`src/rr_arbiter.sv`:
```
// ******************************
// round-robin requester select
// grant is one-hot and combinational,
// the pointer moves past the winner
// on the edge after advance
// ******************************
`default_nettype none

module rr_arbiter #(
    parameter int CPUS = 4
) (
    input  logic            CLK,
    input  logic            nRST,
    input  logic [CPUS-1:0] req,
    input  logic            advance,
    output logic [CPUS-1:0] grant
);

    localparam int IDW = (CPUS > 1) ? $clog2(CPUS) : 1;

    // first cpu to look at
    logic [IDW-1:0] ptr;
    // index of the current winner
    logic [IDW-1:0] grant_id;

    // scan from ptr upward, wrapping, first requester wins
    always_comb begin
        int   idx;
        logic found;
        grant    = '0;
        grant_id = ptr;
        found    = 1'b0;
        for (int k = 0; k < CPUS; k++) begin
            idx = int'(ptr) + k;
            if (idx >= CPUS)
                idx = idx - CPUS;
            if (!found && req[idx]) begin
                found       = 1'b1;
                grant[idx]  = 1'b1;
                grant_id    = IDW'(idx);
            end
        end
    end

    // rotate past the cpu that was just served
    always_ff @(posedge CLK, negedge nRST) begin
        if (!nRST) begin
            ptr <= '0;
        end else if (advance && (|req)) begin
            if (grant_id == IDW'(CPUS - 1))
                ptr <= '0;
            else
                ptr <= grant_id + 1'b1;
        end
    end

endmodule

`default_nettype wire

```
`config.mk`:
```
export PLATFORM = sky130hd
export DESIGN_NAME = rr_arbiter
export DESIGN_NICKNAME = d
export VERILOG_FILES = /design/src/rr_arbiter.sv
export SDC_FILE = /design/constraint.sdc
export NUM_CORES = 1
export LEC_CHECK = 0
export BUFFER_PORTS_ARGS = -buffer_cell sky130_fd_sc_hd__clkbuf_2
export CAP_MARGIN = 25
export CORE_AREA = 2 2 39 41
export DETAILED_ROUTE_END_ITERATION = 12
export DIE_AREA = 0 0 41 43
export PLACE_DENSITY_LB_ADDON = 0.15
export SETUP_SLACK_MARGIN = 0.4
export SLEW_MARGIN = 20
export SYNTH_ARGS = -nofsm -noshare
export SYNTH_HDL_FRONTEND = slang
export SYNTH_SLANG_ARGS = --single-unit
```
`constraint.sdc`:
```
create_clock -name CLK -period 7.14 [get_ports CLK]
set_input_delay 1.428 -clock CLK [delete_from_list [all_inputs] [get_ports CLK]]
set_output_delay 1.428 -clock CLK [all_outputs]
set_load 0.03 [all_outputs]
```
Yosys cells after proc, flatten, opt, wreduce, memory -nomap -nowiden
Cells that the tools add are included.
- logic and storage cells: 73
- output and inout bits: 4
- input bits: 7
- register bits: 2
- bitwise logic cells: 3
- add/subtract/negate cells: 8
- equal/unequal tests: 1
- reductions and logical operators: 12
- $lt $le $gt $ge: 12
- multiplexer cells: 36
- operator list (cell ; count):
    greater-or-equal comparator 32 x 1 -> 1 bit (second input constant) ; 4
    less-than comparator 32 x 4 -> 1 bit (second input constant) ; 4
    two-way mux 32 bit ; 4
    two-way mux 4 bit ; 4
    two-way mux 1 bit ; 15
    OR 4 bit ; 3
    subtractor 3 x 3 -> 4 bit (second input constant) ; 3
    two-way mux 2 bit ; 5
    greater-or-equal comparator 3 bit (second input constant) ; 3
    binary-select mux 1 bit (select 2 bit) ; 4
    demux 1 bit (select 2 bit) ; 4
    logical AND 1 bit ; 8
    adder 2 x 2 -> 3 bit (second input constant) ; 2
    OR reduction 4 bit ; 1
    subtractor 2 x 3 -> 4 bit (second input constant) ; 1
    adder 2 x 1 -> 3 bit (second input constant) ; 1
    greater-or-equal comparator 2 x 3 -> 1 bit (second input constant) ; 1
    logical NOT 1 bit ; 3
    adder 2 x 1 -> 2 bit (second input constant) ; 1
    equality test 2 bit (second input constant) ; 1

Longest topological paths before layout
Gate-level depths: netlist of the first run.
- word-level depth: 17
- depth in mapped cells: 10
- mapped depth without buffers: 8

Worst setup path after synthesis of the first run
OpenSTA, ideal clock, no wires.
- path kind: in2out
- from: input port req[1]
- to: output port grant[0]
- stages: 5
- required time: 5.712 ns
- path buffers: 0
- data arrival time: 2.867 ns
- path slack: 2.845 ns
- cell sequence: mux4_2 -> nor2b_4 -> nor3b_1 -> a22oi_1 -> o21ai_0
- cells in the longest elaborated chain, start to end: 13
- elaborated cells on any way between the ends: 28
- those cells by class: 19 x mux; 3 x bitwise; 6 x reduce/logical
- ends and longest elaborated chain (what ; line ; text):
    start, declared ; 14 ; input logic [CPUS-1:0] req,
    binary-select mux 1 bit (select 2 bit) ; 37 ; if (!found && req[idx]) begin
    two-way mux 1 bit (implied by the code) (2 in a row) ; 37 ;
    two-way mux 1 bit ; 37 ;
    logical NOT 1 bit ; 37 ;
    logical AND 1 bit ; 37 ;
    two-way mux 1 bit ; 37 ;
    logical NOT 1 bit ; 37 ;
    logical AND 1 bit ; 37 ;
    two-way mux 1 bit ; 37 ;
    logical NOT 1 bit ; 37 ;
    logical AND 1 bit ; 37 ;
    two-way mux 4 bit (*) ; 37 ;
    end, declared ; 16 ; output logic [CPUS-1:0] grant
Every way passes the cells marked *; elsewhere a longest branch is shown, timed or not. The select of a mux whose other input is x is not followed.

Worst setup path after layout of the first run
- from: input port req[2]
- to: output port grant[2]
Same word-level chain as after synthesis.

==> results of run 1 <==
-- per-stage QoR --
| step | std cells | setup WS (ns) | utilization (%) |
|---|---|---|---|
| after CTS | 90 | 2.54 | 46.3 |
| after global placement | 87 | 2.59 | 44.7 |
| after floorplan | 64 | 2.85 | - |
| after detailed placement | 87 | 2.55 | 44.7 |
| final | 90 | 2.49 | 46.3 |
| after global routing | 90 | 2.30 | 46.3 |
-- cell type report --
| cell class | count | area, um^2 | area share, % |
|---|---|---|---|
| multi-input combinational | 56 | 487 | 76.0 |
| sequential | 2 | 50.0 | 7.81 |
| timing repair buffer | 10 | 50.0 | 7.81 |
| clock buffer | 3 | 22.5 | 3.52 |
| tap | 16 | 20.0 | 3.13 |
| inverter | 3 | 11.3 | 1.76 |
-- routing by layer --
layer / vias to the layer above / GRT usage (%) / wire [um]
li1: 269 / - / -
met1: 241 / 18.6 / 565
met2: 5 / 23.4 / 601
met3: 0 / 1.57 / 15
met4: 0 / 6.00 / 0
met5: - / 0 / 0
-- cell usage in the layout (no fill, tap or decap), types with 2 or more instances in the layout --
| master | n |
|---|---|
| clkbuf_4 | 3 |
| inv_1 | 3 |
| a22oi_1 | 8 |
| ha_1 | 8 |
| dfrtp_1 | 2 |
| mux4_2 | 2 |
| clkbuf_2 | 10 |
| nor2_1 | 3 |
| a21oi_1 | 3 |
| mux2i_1 | 6 |
| o21ai_0 | 7 |
| nand2_1 | 2 |
| nor2b_4 | 2 |
| a211oi_1 | 2 |
-- worst paths after layout --
kind / from / end / cells after the start
max: req[2] / grant[2] / 7
min: ptr[1] / ptr[1] / 2
max reg2reg: ptr[0] / ptr[1] / 8
min reg2reg: ptr[1] / ptr[1] / 2
max in group asynchronous: nRST / ptr[1] / 1
min in group asynchronous: nRST / ptr[0] / 1
-- kinds of logic (layout without fill, tap and decap cells) --
logic type      after synthesis  in the layout  share of synthesized area (%)
compound gates               25             25                           30.6
simple gates                 14             14                           17.6
mux                           9              9                           20.8
fa+ha+maj                     8              8                           17.9
buf+inv                       6             16                           4.24
flops                         2              2                           8.93
-- critical path: cells and delay by family --
family,cells,cell delay [ns]
buffers and inverters,2,0.38
muxes,1,0.54
and+or+nand+nor,2,0.64
AOI/OAI and AO/OA,2,0.23
==> run_results.csv, run 1 <==
group,metric,value,unit
run_status,outcome,"finished clean",
cells_and_area,layout_overhead_on_the_synthesized_area,14.3,%
die,boundaryPins,11,
timing,setup_total_negative_slack,0,ns
critical_path,worst_ep_required_time,5.71,ns
critical_path,timing.critical_path.from_type,"input port",
die,chipHeight,43,um
timing,finalMaxSlewViolations,0,
synth,synth.largest_area_cell,"ha_1",
cells_and_area,final_layout_size_suffix_gt1_share,27.0,%
grt,grt_remaining_overflow,0,
route,ant_nets,0,
synth,yosysWarningCount,0,
cells_and_area,num-nets-final,91,
cts,numClockSinks,2,
timing,timing.final.hold_violations,0,
synth,synth_sequential_area_ratio,8.93,%
synth,ys_dominant_reg_cell,"dfrtp_1",
critical_path,crit_path_top_delay_cell,"mux4_2",
synth,synth.top_cells.by_count,"a22oi_1 (8), ha_1 (8), o21ai_0 (7)",
critical_path,critical_path.cell_chain,"clkbuf_2, mux4_2, nor2b_4, nor3b_1, a22oi_1, o21ai_0, clkbuf_2",
grt,global_route_wire_length_before_repair,1.79,mm
cells_and_area,largest_register_ffs,2,
critical_path,cp.arrival,3.22,ns
critical_path,critical_path_class,"input port to primary output",
critical_path,worst-path-max-fanout,8,
cells_and_area,antennaDiodeCount,0,
synth,syn_avg_cell_area,8.76,um^2
synth,async_flop_share,100,%
die,floorplan.rows,14,
cts,max_buffers_root_to_sink,2,
timing,fmax,215,MHz
timing,hold_slack,0.779,ns
timing,final.period_utilization,65.1,%
critical_path,worst_path_largest_cell_delay,0.54,ns
die,core,1380,um^2
grt,grt_pass1_vias,447,
synth,post_synth_inst_count,64,
grt,antenna_found_initial,0,
synth,synth_edf_count,0,
die,design.die.area,1760,um^2
placement,post-dp-hpwl,871,um
route,detail_route.drc_violations,0,
synth,synth_cell_types,27,
synth,syn-num-nets,79,
grt,grt_max_degree,17,
route,drt-total-wl,1.18,mm
cells_and_area,largest_register,"ptr",
cts,cts-buffers-inserted,3,
timing,fin_clk_skew,0.00456,ns
synth,post_synth_main_area_contributors,"ha_1 (18%), mux2i_1 (11%), a22oi_1 (11%)",
cells_and_area,final.fill_count,130,
critical_path,cp_common_cell,"clkbuf_2",
timing,setup_viol,0,
flow_run,max-cap-violations,0,
timing,grt_setup_unrepaired,"false",
critical_path,ff2ff_setup_slack,4.15,ns
synth,syn-cell-area,561,um^2
grt,groute.usage.overall,14.5,%
synth,ys_ff_latch,2,
route,viasPerCell,5.72,
placement,buffer_ports.inserted,10,
worst_hold_path,min-delay-path-class,"register to register",
die,floorplan.die.width,41,um
cts,htree_num_levels,1,
critical_path,setup.worst_path.end_class,"primary output",
cells_and_area,largestRegisters,"ptr: 2 flops",
cts,cts_tree,"yes",
timing,finalCriticalPeriod,4.65,ns
timing,worstMarginPinSlew,0.739,ns
cts,postCtsSetupRepairBufs,0,
cells_and_area,post-route-cell-area,641,um^2
route,dr.first_iter.drc_count,16,
cts,cts.root.buffer_cell,"clkbuf_4",
cts,cts.reportedPaths.clkPinSlew,0.03,ns
cts,cts.hold.buffers_added,0,
route,detailroute.via_count,515,
cts,insertion_delay,0.22,ns
route,detail_route.wl_per_cell,13.1,um
die,initial_core_util,40.5,%
timing,timing.max_slew.rel_slack,50.1,%
placement,place.gp.congestion,0.747,
route,drt_first_pass_iters,4,
placement,place_area,618,um^2
synth,synth_top_cell_area_share,17.9,%
cts,post_cts_resize_count,0,
Power of run 1 is not shown: default switching activity piles up to over one toggle a cycle in this logic, so the estimate is an artifact.
==> inputs of run 2 (changes only) <==
- clock period: 7.14 -> 4.8 ns (I/O delays scaled with it)
==> run_results.csv, run 2 (synthesized netlist as in run 1, its figures left out) <==
group,metric,value,unit
timing,setup_total_negative_slack,0,ns
timing,finalMaxSlewViolations,0,
die,boundaryPins,11,
run_status,outcome,"finished clean",
placement,post-dp-hpwl,876,um
critical_path,timing.critical_path.from_type,"register",
critical_path,critical_path_class,"register to primary output",
cts,max_buffers_root_to_sink,2,
cts,numClockSinks,2,
route,ant_nets,0,
timing,worstMarginPinSlew,0.765,ns
grt,groute.usage.overall,15.7,%
cells_and_area,largestRegisters,"ptr: 2 flops",
grt,grt_max_degree,17,
placement,buffer_ports.inserted,10,
timing,setup_viol,0,
timing,fin_clk_skew,0.000517,ns
cells_and_area,num-nets-final,91,
die,design.die.area,1760,um^2
route,detail_route.drc_violations,0,
route,detailroute.via_count,521,
route,drt_first_pass_iters,4,
flow_run,max-cap-violations,0,
route,drt-total-wl,1.15,mm
grt,global_route_wire_length_before_repair,1.96,mm
cells_and_area,layout_overhead_on_the_synthesized_area,14.3,%
placement,place.gp.congestion,0.755,
cts,cts-buffers-inserted,3,
cts,postCtsSetupRepairBufs,0,
timing,fmax,247,MHz
cts,cts.reportedPaths.clkPinSlew,0.03,ns
cells_and_area,final_common_cell,"clkbuf_2",
die,initial_core_util,40.5,%
cts,post_cts_resize_count,0,
grt,antenna_found_initial,0,
timing,final.period_utilization,84.5,%
critical_path,setup.worst_path.end_class,"primary output",
timing,timing.final.hold_violations,0,
cells_and_area,final_cell_mix,"clkbuf_2 (10), a22oi_1 (8), ha_1 (8), o21ai_0 (7), mux2i_1 (6)",
timing,grt_setup_unrepaired,"false",
grt,grt_remaining_overflow,0,
cts,insertion_delay,0.22,ns
route,dr.first_iter.drc_count,11,
worst_hold_path,min-delay-path-class,"input port to asynchronous set/reset pin",
die,chipHeight,43,um
timing,timing.max_slew.rel_slack,48.3,%
cells_and_area,largest_register_ffs,2,
timing,finalCriticalPeriod,4.06,ns
die,floorplan.rows,14,
critical_path,worst-path-max-fanout,16,
cts,cts.root.buffer_cell,"clkbuf_4",
cells_and_area,final.fill_count,145,
route,detail_route.wl_per_cell,12.7,um
cells_and_area,largest_register,"ptr",
die,floorplan.die.width,41,um
critical_path,cp.arrival,3.10,ns
critical_path,worst_ep_required_time,3.84,ns
grt,grt_pass1_vias,478,
cts,cts_tree,"yes",
cells_and_area,final_layout_size_suffix_gt1_share,27.0,%
cts,cts.hold.buffers_added,0,
route,viasPerCell,5.79,
die,core,1380,um^2
cells_and_area,antennaDiodeCount,0,
cts,htree_num_levels,1,
[run 2: cell counts in the layout (fill, tap and decap cells not counted)]
No cell type changed its count.
[run 2: final timing paths]
check | from | end | slack [ns] | cells after the start
max | ptr[0] | grant[0] | 0.74 | 8
min | nRST | ptr[1] | 0.52 | 1
max reg2reg | ptr[0] | ptr[1] | 1.86 | 8
min reg2reg | ptr[1] | ptr[1] | 0.78 | 2
max in group asynchronous | nRST | ptr[0] | 4.18 | 1
min in group CLK | ptr[1] | ptr[1] | 0.78 | 2
[run 2: layer usage]
layer	share of wire (%)	track usage, %	wire (um)	up-vias
met3	1.3	3.14	15	0
met5	0	0	0	-
met2	53	25.6	603	7
met4	0	4.00	0	0
met1	46	20.1	526	243
li1	-	-	-	271
[run 2: metrics by stage]
stage,hold slack (ns),instance area [um^2],worst slack [ns],cells,utilization (%)
after global placement,0.745,618,1.05,87,44.7
after CTS,0.510,641,0.752,90,46.3
after floorplan,0.664,561,1.07,64,-
after detailed placement,0.746,618,0.998,87,44.7
after global routing,0.507,641,0.479,90,46.3
final,0.520,641,0.744,90,46.3
[run 2: layout make-up]
cell class / count / area [um^2] / share of cell area (%)
clock buffers: 3 / 22.5 / 3.52
repair buffers: 10 / 50.0 / 7.81
multi-input cells: 56 / 487 / 76.0
flip-flops and latches: 2 / 50.0 / 7.81
inverters: 3 / 11.3 / 1.76
well taps: 16 / 20.0 / 3.13
[run 2: worst max-delay path: stages (launching register included)]
cell,delay [ns]
dfrtp_1,0.70
inv_1,0.27
ha_1,0.51
mux2i_1,0.25
mux2i_1,0.21
nor3b_1,0.48
a22oi_1,0.12
o21ai_0,0.10
clkbuf_2,0.23
Power of run 2 is left out for the same reason.
