**config.mk**
```make
export PLATFORM = sky130hd
export DESIGN_NAME = bus_ctrl
export DESIGN_NICKNAME = d
export VERILOG_FILES = /design/src/wishbone_pkg.sv /design/src/coherence_pkg.sv /design/src/bus_ctrl.sv
export SDC_FILE = /design/constraint.sdc
export NUM_CORES = 1
export LEC_CHECK = 0
export BUFFER_PORTS_ARGS = -buffer_cell sky130_fd_sc_hd__buf_2
export CAP_MARGIN = 10
export CORE_AREA = 2 2 378 380
export CTS_CLUSTER_DIAMETER = 30
export DETAILED_ROUTE_END_ITERATION = 16
export DIE_AREA = 0 0 380 382
export HOLD_SLACK_MARGIN = 0.12
export PLACE_DENSITY_LB_ADDON = 0.2
export SYNTH_ARGS = -nofsm -noshare
export SYNTH_HDL_FRONTEND = slang
export SYNTH_SLANG_ARGS = --single-unit
export TNS_END_PERCENT = 20
```
**constraint.sdc**
```tcl
create_clock -name CLK -period 5.02 [get_ports CLK]
set_clock_uncertainty 0.1 [all_clocks]
set_input_delay 1.004 -clock CLK [delete_from_list [all_inputs] [get_ports CLK]]
set_output_delay 1.004 -clock CLK [all_outputs]
set_load 0.005 [all_outputs]
```
**src/wishbone_pkg.sv**
```systemverilog
// ******************************
// memory-side types for the L2 link
// data and address words plus the
// Wishbone classic master/slave structs
// import inside a module body, or use
// scoped names in port lists
// ******************************
`default_nettype none

package wishbone_pkg;

    // one bus word, a block moves one of these per beat
    typedef logic [63:0] data_t;

    // word address, not byte address
    typedef logic [31:0] addr_t;

    // master to slave, classic cycle
    // cyc frames the whole access, stb marks a live beat
    typedef struct packed {
        logic  cyc;
        logic  stb;
        // high for a write beat
        logic  we;
        addr_t adr;
        // write data, ignored by the slave when we is low
        data_t dat;
    } wb_m2s_t;

    // slave to master
    // ack is a single-cycle strobe, read data rides with it
    typedef struct packed {
        logic  ack;
        data_t dat;
    } wb_s2m_t;

endpackage

`default_nettype wire

```
**src/coherence_pkg.sv**
```systemverilog
// ******************************
// bus-side types for the MESI bus
// opcodes, controller states and the
// per-cpu request/response and snoop
// structs; word types come from the
// memory-side package
// ******************************
`default_nettype none

package coherence_pkg;

    // bus transaction requested by a cache
    // BUS_NONE means the cache is not requesting
    typedef enum logic [2:0] {
        BUS_NONE,
        BUS_RD,
        BUS_RDX,
        BUS_UPGR,
        BUS_WB
    } bus_op_t;

    // controller FSM
    typedef enum logic [3:0] {
        IDLE,
        GRANT,
        SNOOP,
        SNOOP_RESOLVE,
        RMEM,
        TRANSFER,
        INVALIDATE,
        WMEM
    } bus_state_t;

    // cache to controller
    // op and addr stay up until the last ready of the transaction
    typedef struct packed {
        bus_op_t             op;
        // block base address
        wishbone_pkg::addr_t addr;
        // current beat word, as requester (write-back) or supplier
        wishbone_pkg::data_t store;
    } cpu_req_t;

    // controller to cache
    typedef struct packed {
        // one pulse per beat
        logic                ready;
        // valid together with ready
        wishbone_pkg::data_t load;
        // valid with the final ready of a read
        logic                exclusive;
    } cpu_rsp_t;

    // snoop broadcast, one cycle wide
    typedef struct packed {
        logic                valid;
        wishbone_pkg::addr_t addr;
        // drop the copy of addr
        logic                inv;
    } snoop_req_t;

    // snoop answer, given the cycle after valid
    typedef struct packed {
        logic hit;
    } snoop_rsp_t;

endpackage

`default_nettype wire

```
**src/bus_ctrl.sv**
```systemverilog
// ******************************
// MESI snooping bus controller
// one transaction at a time: snoop,
// invalidate, cache-to-cache transfer,
// L2 read and write-back over a
// Wishbone classic master port
// ******************************
`default_nettype none

module bus_ctrl #(
    parameter int CPUS        = 4,
    parameter int BLOCK_WORDS = 2
) (
    input  logic                                 CLK,
    input  logic                                 nRST,
    input  coherence_pkg::cpu_req_t   [CPUS-1:0] cpu_req,
    output coherence_pkg::cpu_rsp_t   [CPUS-1:0] cpu_rsp,
    output coherence_pkg::snoop_req_t [CPUS-1:0] snoop_req,
    input  coherence_pkg::snoop_rsp_t [CPUS-1:0] snoop_rsp,
    input  logic                      [CPUS-1:0] grant,
    output logic                                 advance,
    output wishbone_pkg::wb_m2s_t                wb_out,
    input  wishbone_pkg::wb_s2m_t                wb_in
);

    import coherence_pkg::*;
    import wishbone_pkg::*;

    localparam int IDW = (CPUS > 1) ? $clog2(CPUS) : 1;
    localparam int CW  = (BLOCK_WORDS > 1) ? $clog2(BLOCK_WORDS) : 1;

    bus_state_t     state, state_n;
    bus_op_t        cur_op;
    // grant as seen in IDLE
    logic [CPUS-1:0] grant_q;
    logic [IDW-1:0] req_id;
    logic [IDW-1:0] sup_id;
    // some other cache answered hit
    logic           hit_any;
    logic [CW-1:0]  beat;
    // idle cycle between memory beats
    logic           gap;
    addr_t          blk_addr;
    // supplier words kept for the write-back after a shared read
    data_t          blk_buf [BLOCK_WORDS];

    logic [IDW-1:0] grant_id;
    logic [IDW-1:0] hit_id;
    logic           hit_now;
    logic           last_beat;
    logic           mem_phase;
    logic           beat_done;
    logic           excl_flag;

    assign last_beat = (beat == CW'(BLOCK_WORDS - 1));
    assign mem_phase = (state == RMEM) || (state == WMEM);
    // L2 acked the live beat
    assign beat_done = mem_phase && !gap && wb_in.ack;
    // E on a read nobody else holds, M-bound on read-exclusive
    assign excl_flag = (cur_op == BUS_RDX) || !hit_any;

    // one-hot grant to index
    always_comb begin
        grant_id = '0;
        for (int i = CPUS - 1; i >= 0; i--) begin
            if (grant_q[i])
                grant_id = IDW'(i);
        end
    end

    // lowest-index hitting cache, requester excluded
    always_comb begin
        hit_id  = '0;
        hit_now = 1'b0;
        for (int i = CPUS - 1; i >= 0; i--) begin
            if (snoop_rsp[i].hit && (i != int'(req_id))) begin
                hit_id  = IDW'(i);
                hit_now = 1'b1;
            end
        end
    end

    // next state
    always_comb begin
        state_n = state;
        case (state)
            IDLE:          if (|grant) state_n = GRANT;
            GRANT:         state_n = (cpu_req[grant_id].op == BUS_WB) ? WMEM : SNOOP;
            SNOOP:         state_n = SNOOP_RESOLVE;
            SNOOP_RESOLVE: begin
                if (cur_op == BUS_UPGR)
                    state_n = INVALIDATE;
                else if (hit_now)
                    state_n = TRANSFER;
                else
                    state_n = RMEM;
            end
            INVALIDATE:    state_n = IDLE;
            TRANSFER: begin
                // shared read still owes L2 the block
                if (last_beat)
                    state_n = (cur_op == BUS_RD) ? WMEM : IDLE;
            end
            RMEM, WMEM:    if (beat_done && last_beat) state_n = IDLE;
            default:       state_n = IDLE;
        endcase
    end

    // control registers
    always_ff @(posedge CLK, negedge nRST) begin
        if (!nRST) begin
            state   <= IDLE;
            cur_op  <= BUS_NONE;
            grant_q <= '0;
            req_id  <= '0;
            sup_id  <= '0;
            hit_any <= 1'b0;
            beat    <= '0;
            gap     <= 1'b0;
        end else begin
            state <= state_n;
            case (state)
                IDLE: grant_q <= grant;
                GRANT: begin
                    req_id  <= grant_id;
                    cur_op  <= cpu_req[grant_id].op;
                    hit_any <= 1'b0;
                    beat    <= '0;
                    gap     <= 1'b0;
                end
                SNOOP_RESOLVE: begin
                    sup_id  <= hit_id;
                    hit_any <= hit_now;
                end
                TRANSFER: beat <= last_beat ? '0 : beat + 1'b1;
                RMEM, WMEM: begin
                    if (gap) begin
                        gap <= 1'b0;
                    end else if (beat_done) begin
                        gap  <= !last_beat;
                        beat <= last_beat ? '0 : beat + 1'b1;
                    end
                end
                default: ;
            endcase
        end
    end

    // block base and transfer buffer
    always_ff @(posedge CLK) begin
        if (state == GRANT)
            blk_addr <= cpu_req[grant_id].addr;
        if (state == TRANSFER)
            blk_buf[beat] <= cpu_req[sup_id].store;
    end

    // cpu, snoop and Wishbone outputs
    always_comb begin
        advance = (state == IDLE) && (|grant);
        cpu_rsp   = '0;
        snoop_req = '0;
        wb_out    = '0;
        case (state)
            SNOOP: begin
                // everyone but the requester
                for (int i = 0; i < CPUS; i++) begin
                    snoop_req[i].valid = (i != int'(req_id));
                    snoop_req[i].addr  = blk_addr;
                    snoop_req[i].inv   = (i != int'(req_id)) &&
                                         ((cur_op == BUS_RDX) || (cur_op == BUS_UPGR));
                end
            end
            INVALIDATE: cpu_rsp[req_id].ready = 1'b1;
            TRANSFER: begin
                // requester and supplier step together
                cpu_rsp[sup_id].ready     = 1'b1;
                cpu_rsp[req_id].ready     = 1'b1;
                cpu_rsp[req_id].load      = cpu_req[sup_id].store;
                cpu_rsp[req_id].exclusive = last_beat && excl_flag;
            end
            RMEM: begin
                wb_out.cyc = 1'b1;
                wb_out.stb = !gap;
                wb_out.adr = blk_addr + addr_t'(beat);
                cpu_rsp[req_id].ready     = beat_done;
                cpu_rsp[req_id].load      = wb_in.dat;
                cpu_rsp[req_id].exclusive = beat_done && last_beat && excl_flag;
            end
            WMEM: begin
                wb_out.cyc = 1'b1;
                wb_out.stb = !gap;
                wb_out.we  = 1'b1;
                wb_out.adr = blk_addr + addr_t'(beat);
                // eviction data from the requester, else the buffered block
                wb_out.dat = (cur_op == BUS_WB) ? cpu_req[req_id].store : blk_buf[beat];
                cpu_rsp[req_id].ready = beat_done && (cur_op == BUS_WB);
            end
            default: ;
        endcase
    end

endmodule

`default_nettype wire

```
# After elaboration in Yosys (flattened, before gate mapping)

Memories as Yosys holds them, arrays and structs flattened.
Index checks and enable logic that the tools add are counted.

Memories kept: 1
Bits in writable memories: 128
Logic and storage cells: 127
Flip-flop bits (word level): 50

Reductions and logical operators: 32
Bitwise logic cells: 2
$lt $le $gt $ge: 5
Add/sub/neg operators: 2
Eq/ne operators: 20
Mux-type cells: 56

Memory list:

| memory  | depth | width | read ports | clocked after Yosys merged registers in | write ports | line           | text |
|---|---|---|---|---|---|---|---|
| blk_buf | 2     | 64    | 1          | 0                                       | 1           | bus_ctrl.sv:45 | `data_t blk_buf [BLOCK_WORDS];` |

Operator list:

| operator           | count |
|---|---|
| $bwmux 264         | 5 |
| $pmux 264 s4       | 1 |
| $bmux 99 s2        | 3 |
| $and 264x264->264  | 2 |
| $demux 66 s2       | 4 |
| $mux 64            | 4 |
| $mux 136           | 1 |
| $mux 66            | 2 |
| $mux 99            | 1 |
| $mux 65            | 1 |
| $add 32x1->32      | 1 |
| $mux 32            | 1 |
| $pmux 4 s6         | 1 |
| $mux 2             | 10 |
| $logic_and 1x1->1  | 17 |
| $eq 4x3->1 const B | 4 |
| $mux 1             | 14 |
| $mux 4             | 3 |
| $lt 2x3->1 const B | 3 |
| $eq 4x2->1 const B | 2 |
| $eq 3x2->1 const B | 2 |
| $eq 3x3->1 const B | 2 |
| $mux 3             | 2 |
| $ne 2x2->1 const B | 3 |
| other kinds (17)   | 28 |

# Longest topological paths before layout

Depth in word-level cells: 9
Mapped depth: 8

# Worst setup path before layout

OpenSTA, ideal clock, no wires.

Path type: flip-flop to flip-flop
Start point: register state[0]
End point: memory blk_buf[0][0] (netlist bit) (enable)
Path buffers: 2
Stages on the path, launching flop included: 5
Library setup time: 0.486 ns
Arrival: 3.629 ns
Path slack: 0.804 ns
Required time: 4.434 ns
Path through: dfrtp_1 -> clkbuf_1 -> clkbuf_1 -> nand2_1 -> nor2_1

Longest elaborated chain between the ends: 3

Ends and longest elaborated chain:

| element                      | line            | text |
|---|---|---|
| start, declared              | bus_ctrl.sv:32  | `bus_state_t state, state_n;` |
| start signal, assigned       | bus_ctrl.sv:121 | `state <= state_n;` |
| $eq 4x3->1                   | bus_ctrl.sv:153 | `if (state == TRANSFER)` |
| $mux 1                       | bus_ctrl.sv:153 |  |
| $mux 1 (not written as such) | bus_ctrl.sv:154 | `blk_buf[beat] <= cpu_req[sup_id].store;` |
| end, declared                | bus_ctrl.sv:45  |  |

No other way between the ends.

==> flow_metrics.tcl <==
set metrics [dict create \
    yosysMostFrequentCell "nor2_1" \
    yosys-top-cells-area "edfxtp_1 (33%), mux4_2 (20%), nor2_1 (9.5%)" \
    core-area_sq_um 141000 \
    placed_area_sq_um 21200 \
    synth_top_area_share_pct 32.9 \
    cts_tree "built" \
    fin_crit_sh_pct 90.1 \
    r2r-start "state[1]$_DFFE_PN0P_" \
    path_clk_slew_ps 90 \
    port_buffers 970 \
    cp_max_fo 30 \
    fmax_ghz 0.221 \
    yosys_warnings 0 \
    startpoint "sup_id[0]$_DFFE_PN0P_" \
    wl_per_cell_um 24.7 \
    crit_type "reg -> out" \
    syn-instance-count 1483 \
    ys_ff_latch 177 \
    reg2reg_depth 4 \
    fillers 16200 \
    postSynth.asyncResetShare_pct 9.60 \
    dieArea_sq_um 145000 \
    grt_pass1_wl_um 139000 \
    final-setup-viol-count 0 \
    clk_path_buf_depth 2 \
    post_cts_resized 0 \
    dp_hpwl_um 87600 \
    fin_area_sq_um 21800 \
    fp.dieH_um 382 \
    dieWidth_um 380 \
    ys_seq_area_share_pct 35.8 \
    worst_slew_pin_slew_ps 1150 \
    grt_antenna_before_repair 32 \
    maxCapViolations 0 \
    ios 971 \
    clk_latency_ps 510 \
    yosys.area.top_type "edfxtp_1" \
    root_buffer "clkbuf_16" \
    ir_drop_uv 305 \
    slew_headroom_pct 23.2 \
    htree_levels 4 \
    grt_util_all_layers_pct 13.9 \
    rows 138 \
    synthFlopType "edfxtp_1" \
    wl_um 104000 \
    cts.sink_count 177 \
    nNetsFinal 2770 \
    area_growth_pct 49.6 \
    numCtsBuffers 17 \
    finalCriticalPeriod_ps 4520 \
    rsz0062_at_grt "no" \
    hold_viol_final 0 \
    synth_common_cells "nor2_1 (369), edfxtp_1 (160), mux4_2 (128)" \
    gr-total-overflow 0 \
    syn_nets 1956 \
    grt_max_degree 77 \
    finalSetupTns_ps 0 \
    place.gp.congestion 0.859 \
    arrival_ps 3420 \
    vias_per_cell 3.76 \
    ant_nets 0 \
    synth.distinct_cells 51 \
    grt_pass1_vias 15900 \
    netlist_area_sq_um 14600 \
    hold_class "in -> async" \
    syn_avg_cell_area_sq_um 9.85 \
    dr.pass1.iters 5 \
    drive_gt1_share_pct 52.8 \
    p_leak_nw 9.40 \
    finalMaxSlewViolations 0 \
    holdBufCountCts 0 \
    synth-edff-count 160 \
    power_density_nw_per_um2 527 \
    fin_cells 4210 \
    drc 0 \
    drtIter0Drc 841 \
    holdWs_ps 353 \
    post_cts_buffers 0 \
    vias 15800 \
    critPathLaunchType "flop" \
    cp_data_required_time_ps 3920 \
    critPathCaptureType "output pin" \
    start_util_pct 10.4 \
    status "completed" \
    dpl.cell_count 4168 \
]
-- path summary, 6_finish.rpt --
kind | to | slack, ps
worst max register to register | blk_buf[0][9]$_DFFE_PP_ | 2270
min in group CLK | hit_any$_DFFE_PN0P_ | 400
worst min register to register | hit_any$_DFFE_PN0P_ | 400
max in group asynchronous | beat$_DFFE_PN0P_ | 4070
worst max-delay path | cpu_rsp[148] | 500
worst min-delay path | grant_q[0]$_DFFE_PN0P_ | 350
-- final cells by class --
cell class	instances	area [sq um]	share of cell area (%)
clock buffer	17	425	1.95
multi-input combinational	1063	8160	37.3
clock inverter	15	186	0.853
sequential	177	5250	24.0
antenna	10	25.0	0.115
inverter	10	37.5	0.172
timing repair buffer	1028	5400	24.7
tap	1890	2360	10.8
-- flip-flops by register name, summed over array words and instances (netlist names) --
name / flops
sup_id: 2
grant_q: 4
gap: 1
hit_any: 1
blk_buf: 128
blk_addr: 32
cur_op: 3
req_id: 2
beat: 1
state: 3
-- through the flow --
stage / utilization (%) / worst slack, ps / power (W)
global route: 15.5 / 374 / 0.0123
global placement: 15.1 / 1060 / 0.0103
floorplan: - / 804 / 0.00672
finish: 15.5 / 496 / 0.0115
CTS: 15.5 / 440 / 0.0118
detailed placement: 15.1 / 1050 / 0.0103
-- kinds of logic (layout without fill, tap and decap cells) --
group,Yosys count,after routing,synth area share (%)
AO/OA/AOI/OAI,256,256,12.0
XOR/XNOR,25,25,1.50
adder cells (fa/ha/maj),2,2,0.171
buffers and inverters,243,1070,9.00
flip-flops,177,177,35.8
multiplexers,197,197,24.5
other,0,10,0
AND/OR/NAND/NOR,583,583,17.0
-- worst max-delay path, stage by stage, from the launching register on --
cell,delay [ps]
dfrtp_4,880
buf_4,340
mux4_2,540
a22oi_1,780
nor2_1,90
buf_2,160
-- metal layers --
metal  wire length, um  up-vias  part of all wire (%)  GRT usage [%]
met5                66        -                 0.063              0
met1             43900     7880                    42           17.2
met2             52000      787                    50           24.3
met3              6270       67                   6.0           3.26
li1                  -     7072                     -              -
met4              1870       10                   1.8           3.00
-- cells in the final DEF, fill, tap and decap left out, types with 6 or more instances in the layout --
cell type / instances
a21o_1: 6
a21oi_1: 19
mux4_2: 128
diode_2: 10
buf_12: 9
o22ai_1: 38
buf_4: 49
dfrtp_1: 12
a31oi_1: 31
nor3_1: 6
o21ai_0: 17
nor2_1: 367
nand3_1: 24
nand4_1: 7
xnor2_1: 6
and2_1: 30
clkbuf_16: 17
and3_1: 7
mux2i_1: 65
edfxtp_1: 160
a211oi_1: 68
nor2b_1: 9
nand2_1: 90
buf_2: 970
a22oi_1: 65
inv_1: 10
xor2_1: 19
-- power breakdown --
part           total (W)  internal (W)  switching (W)
registers        0.00292       0.00235       0.000565
clock network    0.00145      0.000676       0.000772
logic            0.00714       0.00258        0.00456
Note: power is estimated with default switching activity, not from simulation.
